**src/hdl/merge_config.svh**
```systemverilog
// ==========================================================================
// Stream merger build-time configuration
// Byte lanes per beat and per-source FIFO capacity
// ==========================================================================

`ifndef MERGE_CONFIG_SVH
`define MERGE_CONFIG_SVH

// Bytes carried by one beat on every port
`define MERGE_LANES 4

// Capacity of each source FIFO in bytes, a multiple of the lane count
`define MERGE_FIFO_DEPTH 16

`endif

```
**src/hdl/stream_pkg.sv**
```systemverilog
// ==========================================================================
// Stream beat types
// Bytes, lane counts and the beat formats seen on the merger ports
// ==========================================================================

`include "merge_config.svh"

package stream_pkg;

  // One data byte in a lane
  typedef logic [7:0] lane_byte_t;

  // Number of valid lanes, 0 up to the lane count inclusive
  typedef logic [$clog2(`MERGE_LANES + 1) - 1:0] lane_count_t;

  // Source tag, 0 is source A and 1 is source B
  typedef logic src_id_t;

  // Producer beat
  // Lane 0 holds the oldest byte, lanes at or above count are don't-care
  typedef struct packed {
    lane_count_t                      count;
    lane_byte_t [`MERGE_LANES - 1:0]  data;
  } in_beat_t;

  // Merged beat, all bytes come from the tagged source
  typedef struct packed {
    src_id_t                          src;
    lane_count_t                      count;
    lane_byte_t [`MERGE_LANES - 1:0]  data;
  } out_beat_t;

endpackage

```
**src/hdl/merge_pkg.sv**
```systemverilog
// ==========================================================================
// Merge control types
// FIFO occupancy and round-robin arbitration state
// ==========================================================================

`include "merge_config.svh"

package merge_pkg;

  // Bytes held in a lane FIFO, 0 up to the full depth
  typedef logic [$clog2(`MERGE_FIFO_DEPTH + 1) - 1:0] fill_t;

  // Source served last by the arbiter
  // Encoding matches the source tag of the output beat
  typedef enum logic {
    GRANT_A = 1'b0,
    GRANT_B = 1'b1
  } grant_t;

endpackage

```
**src/hdl/lane_fifo.sv**
```systemverilog
// ==========================================================================
// Multi-lane byte FIFO
// Circular buffer that takes and gives up several bytes per cycle
// and reports a registered fill level
// ==========================================================================

`timescale 1ns/100ps

`include "merge_config.svh"

module lane_fifo (
  input  logic                                          clk,
  input  logic                                          rstn,
  // Write side, enq_count bytes from lane 0 upward
  input  stream_pkg::lane_count_t                       enq_count,
  input  stream_pkg::lane_byte_t [`MERGE_LANES - 1:0]   enq_data,
  // Read side, deq_count oldest bytes are dropped at the edge
  input  stream_pkg::lane_count_t                       deq_count,
  output merge_pkg::fill_t                              fill_level,
  output stream_pkg::lane_byte_t [`MERGE_LANES - 1:0]   head_data
);

  import stream_pkg::*;
  import merge_pkg::*;

  localparam int LANES = `MERGE_LANES;
  localparam int DEPTH = `MERGE_FIFO_DEPTH;
  localparam int PTR_W = $clog2(DEPTH);

  // Depth expressed at the width of a pointer sum
  localparam logic [PTR_W:0] WRAP = (PTR_W + 1)'(DEPTH);

  typedef logic [PTR_W - 1:0] ptr_t;

  // Head is where new bytes land, tail is the oldest stored byte
  ptr_t head_ptr;
  ptr_t tail_ptr;

  // Byte storage
  lane_byte_t [DEPTH - 1:0] mem_q;

  // Pointer advance with wrap at the depth
  // Depth need not be a power of two
  function automatic ptr_t wrap_add(ptr_t ptr, lane_count_t n);
    logic [PTR_W:0] sum;
    sum = ptr + n;
    if (sum >= WRAP) begin
      sum = sum - WRAP;
    end
    return sum[PTR_W - 1:0];
  endfunction

  // Pointers and occupancy
  always_ff @(posedge clk or negedge rstn) begin
    if (!rstn) begin
      head_ptr   <= '0;
      tail_ptr   <= '0;
      fill_level <= '0;
    end else begin
      head_ptr   <= wrap_add(head_ptr, enq_count);
      tail_ptr   <= wrap_add(tail_ptr, deq_count);
      // Net change is bytes in minus bytes out
      fill_level <= fill_level + fill_t'(enq_count) - fill_t'(deq_count);
    end
  end

  // Write up to LANES bytes starting at the head
  always_ff @(posedge clk) begin
    for (int i = 0; i < LANES; i++) begin
      if (i < enq_count) begin
        mem_q[wrap_add(head_ptr, lane_count_t'(i))] <= enq_data[i];
      end
    end
  end

  // Oldest LANES bytes, lane 0 is the byte at the tail
  // Lanes past fill_level read stale storage
  always_comb begin
    for (int i = 0; i < LANES; i++) begin
      head_data[i] = mem_q[wrap_add(tail_ptr, lane_count_t'(i))];
    end
  end

  // Producer side must never overrun the free space
  assert property (@(posedge clk) disable iff (!rstn)
    enq_count <= (fill_t'(DEPTH) - fill_level))
    else $error("lane_fifo overflow, enq %0d with %0d free",
                enq_count, fill_t'(DEPTH) - fill_level);

  // Consumer side never takes more than is stored
  assert property (@(posedge clk) disable iff (!rstn)
    deq_count <= fill_level)
    else $error("lane_fifo underflow, deq %0d with %0d held",
                deq_count, fill_level);

endmodule

```
**src/hdl/ingress_port.sv**
```systemverilog
// ==========================================================================
// Ingress port
// Valid/ready front end for one source, accepts a beat only when
// the whole beat fits in its lane FIFO
// ==========================================================================

`timescale 1ns/100ps

`include "merge_config.svh"

module ingress_port (
  input  logic                                          clk,
  input  logic                                          rstn,
  // Producer handshake
  input  logic                                          in_valid,
  output logic                                          in_ready,
  input  stream_pkg::in_beat_t                          in,
  // Arbiter side
  input  stream_pkg::lane_count_t                       deq_count,
  output merge_pkg::fill_t                              fill_level,
  output stream_pkg::lane_byte_t [`MERGE_LANES - 1:0]   head_data
);

  import stream_pkg::*;
  import merge_pkg::*;

  fill_t       free_space;
  lane_count_t enq_count;

  // Free space from the registered fill level
  // No path from in_valid to in_ready
  assign free_space = fill_t'(`MERGE_FIFO_DEPTH) - fill_level;
  assign in_ready   = (free_space >= fill_t'(`MERGE_LANES));

  // Only a taken beat writes, a zero-count beat writes nothing
  assign enq_count = (in_valid && in_ready) ? in.count : '0;

  lane_fifo u_fifo (
    .clk        (clk),
    .rstn       (rstn),
    .enq_count  (enq_count),
    .enq_data   (in.data),
    .deq_count  (deq_count),
    .fill_level (fill_level),
    .head_data  (head_data)
  );

  // Producer never offers more lanes than a beat holds
  assert property (@(posedge clk) disable iff (!rstn)
    in_valid |-> (in.count <= lane_count_t'(`MERGE_LANES)))
    else $error("ingress beat count %0d exceeds lanes", in.count);

  // Stalled beat stays offered and unchanged
  assert property (@(posedge clk) disable iff (!rstn)
    (in_valid && !in_ready) |=> (in_valid && $stable(in)))
    else $error("ingress beat changed while stalled");

endmodule

```
**src/hdl/merge_arbiter.sv**
```systemverilog
// ==========================================================================
// Round-robin merge arbiter
// Drains up to one beat of bytes from a single source FIFO per cycle
// into a tagged output register with valid/ready
// ==========================================================================

`timescale 1ns/100ps

`include "merge_config.svh"

module merge_arbiter (
  input  logic                                          clk,
  input  logic                                          rstn,
  // FIFO status and head bytes
  input  merge_pkg::fill_t                              fill_a,
  input  merge_pkg::fill_t                              fill_b,
  input  stream_pkg::lane_byte_t [`MERGE_LANES - 1:0]   head_a,
  input  stream_pkg::lane_byte_t [`MERGE_LANES - 1:0]   head_b,
  // Dequeue requests, at most one nonzero
  output stream_pkg::lane_count_t                       deq_a,
  output stream_pkg::lane_count_t                       deq_b,
  // Merged output
  output logic                                          out_valid,
  input  logic                                          out_ready,
  output stream_pkg::out_beat_t                         out
);

  import stream_pkg::*;
  import merge_pkg::*;

  grant_t      grant_q;
  grant_t      pick;
  logic        has_a;
  logic        has_b;
  logic        load;
  fill_t       pick_fill;
  lane_count_t chunk;

  assign has_a = (fill_a != '0);
  assign has_b = (fill_b != '0);

  // Register is free when empty or being drained this cycle
  assign load = (!out_valid || out_ready) && (has_a || has_b);

  // Contested choice goes to the source not served last
  always_comb begin
    if (has_a && has_b) begin
      pick = (grant_q == GRANT_A) ? GRANT_B : GRANT_A;
    end else if (has_b) begin
      pick = GRANT_B;
    end else begin
      pick = GRANT_A;
    end
  end

  // Chunk is the smaller of stored bytes and one beat
  assign pick_fill = (pick == GRANT_B) ? fill_b : fill_a;
  assign chunk = (pick_fill >= fill_t'(`MERGE_LANES)) ?
                 lane_count_t'(`MERGE_LANES) : lane_count_t'(pick_fill);

  assign deq_a = (load && pick == GRANT_A) ? chunk : '0;
  assign deq_b = (load && pick == GRANT_B) ? chunk : '0;

  // Control state
  // After reset B counts as served, so A wins the first contest
  always_ff @(posedge clk or negedge rstn) begin
    if (!rstn) begin
      grant_q   <= GRANT_B;
      out_valid <= 1'b0;
    end else begin
      if (load) begin
        grant_q   <= pick;
        out_valid <= 1'b1;
      end else if (out_ready) begin
        out_valid <= 1'b0;
      end
    end
  end

  // Output payload, tag follows the grant encoding
  always_ff @(posedge clk) begin
    if (load) begin
      out.src   <= (pick == GRANT_B) ? 1'b1 : 1'b0;
      out.count <= chunk;
      out.data  <= (pick == GRANT_B) ? head_b : head_a;
    end
  end

  // Only one FIFO gives up bytes in any cycle
  assert property (@(posedge clk) disable iff (!rstn)
    !((deq_a != '0) && (deq_b != '0)))
    else $error("both FIFOs dequeued in one cycle");

  // Output beat holds while the consumer stalls
  assert property (@(posedge clk) disable iff (!rstn)
    (out_valid && !out_ready) |=> (out_valid && $stable(out)))
    else $error("output beat changed under back-pressure");

endmodule

```
**src/hdl/stream_merge_top.sv**
```systemverilog
// ==========================================================================
// Two-source byte-stream merger
// Two ingress ports with lane FIFOs feeding a round-robin arbiter
// ==========================================================================

`timescale 1ns/100ps

`include "merge_config.svh"

module stream_merge_top (
  input  logic                   clk,
  input  logic                   rstn,
  // Source A
  input  logic                   in_a_valid,
  output logic                   in_a_ready,
  input  stream_pkg::in_beat_t   in_a,
  // Source B
  input  logic                   in_b_valid,
  output logic                   in_b_ready,
  input  stream_pkg::in_beat_t   in_b,
  // Merged output
  output logic                   out_valid,
  input  logic                   out_ready,
  output stream_pkg::out_beat_t  out
);

  import stream_pkg::*;
  import merge_pkg::*;

  // FIFO status toward the arbiter
  fill_t                            fill_a;
  fill_t                            fill_b;
  lane_byte_t [`MERGE_LANES - 1:0]  head_a;
  lane_byte_t [`MERGE_LANES - 1:0]  head_b;

  // Dequeue counts back to the FIFOs
  lane_count_t                      deq_a;
  lane_count_t                      deq_b;

  ingress_port u_ingress_a (
    .clk        (clk),
    .rstn       (rstn),
    .in_valid   (in_a_valid),
    .in_ready   (in_a_ready),
    .in         (in_a),
    .deq_count  (deq_a),
    .fill_level (fill_a),
    .head_data  (head_a)
  );

  ingress_port u_ingress_b (
    .clk        (clk),
    .rstn       (rstn),
    .in_valid   (in_b_valid),
    .in_ready   (in_b_ready),
    .in         (in_b),
    .deq_count  (deq_b),
    .fill_level (fill_b),
    .head_data  (head_b)
  );

  merge_arbiter u_arbiter (
    .clk       (clk),
    .rstn      (rstn),
    .fill_a    (fill_a),
    .fill_b    (fill_b),
    .head_a    (head_a),
    .head_b    (head_b),
    .deq_a     (deq_a),
    .deq_b     (deq_b),
    .out_valid (out_valid),
    .out_ready (out_ready),
    .out       (out)
  );

endmodule

```
**config.mk**
```make
export PLATFORM = sky130hd
export DESIGN_NAME = stream_merge_top
export DESIGN_NICKNAME = d
export VERILOG_FILES = /design/src/hdl/stream_pkg.sv /design/src/hdl/merge_pkg.sv /design/src/hdl/lane_fifo.sv /design/src/hdl/ingress_port.sv /design/src/hdl/merge_arbiter.sv /design/src/hdl/stream_merge_top.sv
export VERILOG_INCLUDE_DIRS = /design/src /design/src/hdl
export SDC_FILE = /design/constraint.sdc
export NUM_CORES = 2
export LEC_CHECK = 0
export ABC_AREA = 0
export BUFFER_PORTS_ARGS = -buffer_cell sky130_fd_sc_hd__buf_2
export CAP_MARGIN = 10
export CORE_MARGIN = 1.5
export CORE_UTILIZATION = 25
export DETAILED_ROUTE_END_ITERATION = 8
export PLACE_DENSITY = 0.37
export SYNTH_ARGS = -nofsm -noshare
export SYNTH_HDL_FRONTEND = slang
export SYNTH_SLANG_ARGS = --single-unit
```
**constraint.sdc**
```tcl
create_clock -name clk -period 10.62 [get_ports clk]
set_input_delay 1.062 -clock clk [delete_from_list [all_inputs] [get_ports clk]]
set_output_delay 1.062 -clock clk [all_outputs]
set_load 0.02 [all_outputs]
```
Yosys cells after proc, flatten, opt, wreduce, memory -nomap -nowiden
Index checks and enable logic that the tools add are counted.
{ "totals": {"romBits": 0, "output_inout_bits": 39, "reg_bits": 320, "in_bits": 75, "latchBits": 0, "mem_bits_rw": 0, "wordCells": 253, "memories": 0} }
{ "classes": {"addsub": 42, "div_mod_pow": 0, "n_shift": 0, "n_eq_ne": 0, "order_cmp": 55, "multipliers": 0, "bitwise_logic": 1, "n_reduce_logical": 20, "muxes": 89} }
{ "ops": {"columns": ["op", "count"], "rows": [
  ["$bwmux 128", 8],
  ["$mux 128", 8],
  ["$bmux 8 s4", 8],
  ["$demux 8 s4", 8],
  ["$mux 8", 16],
  ["$mux 4", 28],
  ["$ge 5x5->1 const B", 16],
  ["$lt 4x5->1 const B", 16],
  ["$sub 4x1->4 const B", 20],
  ["$add 4x2->5 const B", 8],
  ["$ge 4x1->1 const B", 8],
  ["$mux 32", 1],
  ["$add 4x1->5 const B", 4],
  ["$add 4x3->5", 4],
  ["$ge 4x5->1 const B", 4],
  ["$ge 5x3->1 const B", 3],
  ["$mux 3", 5],
  ["$logic_and 1x1->1", 14],
  ["$lt 1x3->1 const A", 4],
  ["$lt 2x3->1 const A", 4],
  ["$add 5x3->5", 2],
  ["$reduce_bool 5->1", 2],
  ["$sub 5x3->5", 2],
  ["$sub 5x5->5 const A", 2],
  ["6 further kinds", 12]
]} }

Depth between registers and ports, before layout
{ "logic_depth": {"word_depth": 18, "mapped_depth": 18, "ltp_nobuf": 16} }

Hierarchy
From an unflattened synthesis, not the netlist that was laid out.
{ "unflattened": {"hier_cells": 2908, "hier_area_um2": 28842.7} }
{ "modules_own_cells": {"columns": ["mod", "seq_area_each_um2", "area_each_um2", "n_inst", "cells_per_inst"], "rows": [
  ["lane_fifo at u_ingress_a.u_fifo", 2887.8, 13566.8, 1, 1395],
  ["lane_fifo at u_ingress_b.u_fifo", 2887.8, 13291.5, 1, 1384],
  ["merge_arbiter", 1132.3, 1864.3, 1, 107],
  ["ingress_port", 0.0, 60.1, 2, 11]
]} }

Worst setup path before layout
No wires, ideal clock.
{ "synth_path": {"path_kind": "input port to flip-flop", "startpoint": "input port out_ready", "endpoint": "register u_ingress_a.u_fifo.fill_level[4]", "setup_slack_ps": 4571, "stages": 10, "setup_ps": 125, "required_ps": 10495, "n_path_buf": 0, "arrival_ps": 5924, "cell_sequence": "nand2b_1 > a21boi_0 > nand2_1 > nor3_1 > fa_1 > fa_1 > inv_1 > a21o_1 > a21oi_1 > xnor2_1"} }
{ "synth_between": {"elab_chain_cells": 5} }
{ "synth_rtl": {"columns": ["element", "line_no", "rtl"], "rows": [
  ["start, declared", "stream_merge_top.sv:23", "input logic out_ready,"],
  ["$logic_or 1x1->1", "merge_arbiter.sv:43", "assign load = (!out_valid || out_ready) && (has_a || has_b);"],
  ["$logic_and 1x1->1", "merge_arbiter.sv:43", null],
  ["named net u_arbiter.load", "merge_arbiter.sv:35", "logic load;"],
  ["$logic_and 1x1->1", "merge_arbiter.sv:61", "assign deq_a = (load && pick == GRANT_A) ? chunk : '0;"],
  ["$mux 3", "merge_arbiter.sv:61", null],
  ["$sub 5x3->5", "lane_fifo.sv:63", "fill_level <= fill_level + fill_t'(enq_count) - fill_t'(deq_count);"],
  ["end signal, assigned", "lane_fifo.sv:63", null],
  ["end, declared", "lane_fifo.sv:19", "output merge_pkg::fill_t fill_level,"]
]} }
The timed path passes the listed nets, and every way through them passes these cells.
A chain may end at the register's enable or synchronous reset.

Worst setup path in the final report
{ "layout_path": {"startpoint": "register u_ingress_a.u_fifo.fill_level[0]", "endpoint": "register u_ingress_a.u_fifo.fill_level[4]"} }
{ "layout_between": {"elab_chain_cells": 8, "elab_cells_between_ends": 17, "cone_classes": "add/sub (3); order compare (2); mux (5); bitwise (1); reduce/logical (6)"} }
{ "layout_rtl": {"columns": ["element", "line_no"], "rows": [
  ["parallel branches: the longest is 7 deep, another holds $sub 5x5->5", null],
  ["$sub 5x3->5 *", "lane_fifo.sv:63"]
]} }
Every way passes the cells marked *.

==> results.py <==
metrics = {
    "status": {
        "status": "finished clean",
    },
    "logic_synthesis": {
        "ys.flop_type": "dfxtp_1",
        "seq_area_frac_synth_pct": 24.65,
        "syn_area_sq_mm": 0.02802,
        "avgSynthCellArea_sq_um": 9.372,
        "syn-instance-count": 2990,
        "yosysUniqueCellTypes": 86,
        "synth_seq_cells": 320,
        "synth_nets": 3112,
        "async_flop_share_pct": 8.750,
        "yosys_warnings": 0,
        "synth_edf_count": 36,
    },
    "global_route": {
        "overflow": 0,
        "grt_first_pass_wirelength_microns": 203800,
        "grt_max_degree": 66,
        "grtUsageTotal_pct": 25.16,
        "antenna_found_initial": 9,
        "first_global_vias": 25600,
    },
    "worst_hold_path": {
        "min_path_type": "in -> async",
    },
    "drt": {
        "antenna_left": 0,
        "drc": 0,
        "vias": 27020,
        "drtIter0Drc": 3179,
        "drt-pass1-iter-count": 6,
        "totalWireLength_microns": 145700,
        "vias_per_cell": 6.143,
        "wl_per_cell_microns": 33.12,
    },
    "finish": {
        "nNetsFinal": 2994,
        "drive_gt1_share_pct": 22.51,
        "diodes": 0,
        "area_growth_pct": 11.11,
        "final_cell_mix": "nor2_1, nand2_1, mux4_2",
        "fin_area_sq_mm": 0.03114,
        "finalCoreUtilization_pct": 28.06,
        "final_common_cell": "nor2_1",
        "instances_no_fill": 4398,
    },
    "power_and_ir_drop": {
        "p_per_area_mw_per_mm2": 413.0,
        "p_leak_nw": 11.50,
        "vdd_drop_max_mv": 0.2055,
        "finalPower_w": 0.01286,
    },
    "sta": {
        "setup_tns_ps": 0,
        "relSlewSlack_pct": 5.625,
        "finalCritPeriodShare_pct": 41.95,
        "hold_viol": 0,
        "setup_violations": 0,
        "slew_violations": 0,
        "worst_pin_slew_ps": 1406,
        "rsz0062_at_grt": "false",
        "skew_ps": 38.47,
        "fin_crit_ps": 4455,
        "fmax_ghz": 0.2245,
    },
    "place": {
        "dp_cells": 4308,
        "port_buffers": 113,
        "gp_congestion": 0.9546,
        "placed_cell_area_sq_mm": 0.02958,
        "dp_hpwl_microns": 101800,
    },
    "worst_setup_path": {
        "cpMaxStageDelayCell": "buf_4",
        "cp_common_cell": "inv_1",
        "crit_chain": "nor4_1 -> ha_1 -> o21a_2 -> buf_4 -> inv_2 -> buf_4 -> and3_1 -> inv_1 -> ha_1 -> inv_1 -> ha_1 -> inv_1 -> fa_1 -> inv_1 -> a21o_1 -> a21oi_1 -> xnor2_1",
        "crit_buf_inv": 7,
        "start_kind": "register",
        "crit_type": "reg -> reg",
        "cpPeakStageDelay_ps": 570,
        "critPathRequiredTime_ps": 11120,
        "worstPathMaxFanout": 55,
        "cp_top_family": "buffers and inverters",
        "critPathCaptureType": "register",
        "cp.arrival_ps": 4960,
    },
    "clock_tree": {
        "cts_sinks": 320,
        "htree_levels": 2,
        "clock_latency_ps": 650,
        "cts.clk_slew.worst_paths_ps": 60,
        "clock_path_buffers": 3,
        "cts_buffers": 47,
        "ctsResizeCount": 0,
        "post-cts-setup-buffers": 0,
        "cts_hold_buf": 0,
        "cts_tree": "done",
        "root_buffer": "clkbuf_16",
    },
    "flow_run": {
        "cap_violations": 0,
    },
    "die": {
        "die_h_microns": 337.8,
        "ios": 114,
        "row_count": 122,
        "initial_core_util_pct": 25.25,
        "dieWidth_microns": 337.8,
        "core_sq_mm": 0.1110,
        "fp.dieArea_sq_mm": 0.1141,
    },
}
## power breakdown
part	total [W]	switching (W)	internal [W]
Combinational	0.00791	0.00400	0.00391
Sequential	0.00331	0.00131	0.00200
Clock	0.00163	0.000694	0.000938
Total	0.0129	0.00601	0.00685
## worst reg2reg max path: stages, from the launching register on
cell     delay (ps)
dfrtp_1         430
nor4_1          400
ha_1            310
o21a_2          140
buf_4           330
inv_2           390
buf_4           580
and3_1          310
inv_1            60
ha_1            280
inv_1            60
ha_1            150
inv_1            60
fa_1            460
inv_1            80
a21o_1          100
a21oi_1          70
xnor2_1         130
## per-stage QoR
stage | hold slack (ps) | setup WS [ps]
floorplan | 498.8 | 4571
detailed placement | 593.4 | 6167
global route | 533.0 | 5833
CTS | 523.1 | 6157
finish | 497.1 | 6165
global placement | 583.9 | 6233
## state kept, by name, indices dropped and copies added (netlist names)
register	cells
u_arbiter.grant_q	1
u_ingress_a.u_fifo.mem_q	128
u_ingress_b.u_fifo.fill_level	5
u_ingress_b.u_fifo.mem_q	128
u_arbiter.out_valid	1
u_ingress_a.u_fifo.tail_ptr	4
u_arbiter.out	36
u_ingress_b.u_fifo.tail_ptr	4
u_ingress_a.u_fifo.head_ptr	4
u_ingress_b.u_fifo.head_ptr	4
u_ingress_a.u_fifo.fill_level	5
## layout make-up
cell class                      instances  area, sq um
Clock inverter                         26        227.7
Tap cell                             1488         1862
Multi-Input combinational cell       2295        19710
Sequential cell                       320         6920
Timing Repair Buffer                  162        937.1
Clock buffer                           61         1301
Fill cell                           11590        79840
Inverter                               46        175.2
## cell usage after synthesis (9+ instances only)
| library cell | n | share of area [%] |
|---|---|---|
| dfxtp_1 | 256 | 18 |
| a31oi_1 | 184 | 4.1 |
| clkbuf_1 | 204 | 2.7 |
| a221o_1 | 16 | 0.57 |
| mux2_2 | 58 | 2.3 |
| nand3_1 | 127 | 2.3 |
| nand2_1 | 307 | 4.1 |
| o31ai_1 | 41 | 1.1 |
| nand4_1 | 16 | 0.36 |
| nor3_4 | 9 | 0.52 |
| nor3_1 | 40 | 0.71 |
| buf_4 | 9 | 0.24 |
| o221ai_1 | 24 | 0.75 |
| buf_1 | 54 | 0.72 |
| a211oi_1 | 16 | 0.43 |
| and3_1 | 27 | 0.60 |
| buf_2 | 58 | 1.0 |
| ha_1 | 37 | 1.7 |
| o21ai_0 | 75 | 1.3 |
| o211ai_1 | 48 | 1.3 |
| o31a_1 | 9 | 0.28 |
| a22oi_1 | 54 | 1.4 |
| mux2i_1 | 177 | 6.3 |
| a211o_1 | 105 | 3.3 |
| a21o_1 | 18 | 0.48 |
| and2_1 | 9 | 0.20 |
| edfxtp_1 | 36 | 3.9 |
| or3_1 | 18 | 0.40 |
| inv_1 | 42 | 0.56 |
| fa_1 | 10 | 0.71 |
| o22ai_1 | 49 | 1.1 |
| dfrtp_1 | 27 | 2.4 |
| xnor2_1 | 27 | 0.84 |
| mux4_2 | 294 | 24 |
| nor2b_1 | 20 | 0.45 |
| nor2_1 | 344 | 4.6 |
| a21oi_1 | 27 | 0.48 |
## final timing paths
kind                       slack [ps]                                       start  cells past startpoint                                          to
setup / recovery                 6170  u_ingress_a.u_fifo.fill_level[0]$_DFF_PN0_                     17  u_ingress_a.u_fifo.fill_level[4]$_DFF_PN0_
min in group clk                  600               u_arbiter.grant_q$_DFFE_PN1P_                      2               u_arbiter.grant_q$_DFFE_PN1P_
setup reg to reg                 6170  u_ingress_a.u_fifo.fill_level[0]$_DFF_PN0_                     17  u_ingress_a.u_fifo.fill_level[4]$_DFF_PN0_
hold / removal                    500                                        rstn                      1    u_ingress_b.u_fifo.head_ptr[3]$_DFF_PN0_
hold reg to reg                   600               u_arbiter.grant_q$_DFFE_PN1P_                      2               u_arbiter.grant_q$_DFFE_PN1P_
max in group asynchronous        9420                                        rstn                      1    u_ingress_a.u_fifo.tail_ptr[0]$_DFF_PN0_
## cells by family after synthesis
family                   count (synthesis)  synth area share, %
AND/OR/NAND/NOR                        971                15.81
AO/OA/AOI/OAI                          713                18.23
multiplexers                           529                32.28
buffers and inverters                  375                5.452
flip-flops                             320                24.65
adder cells (fa/ha/maj)                 47                2.366
XOR/XNOR                                35                1.201
## layer usage
layer,vias up,wire [microns],GRT usage [%]
met5,-,136,0.7660
met4,4,7600,12.04
met3,278,13930,6.207
met2,1596,64540,38.74
met1,13800,59440,32.86
li1,11330,-,-
Note: power is estimated with default switching activity, not from simulation.
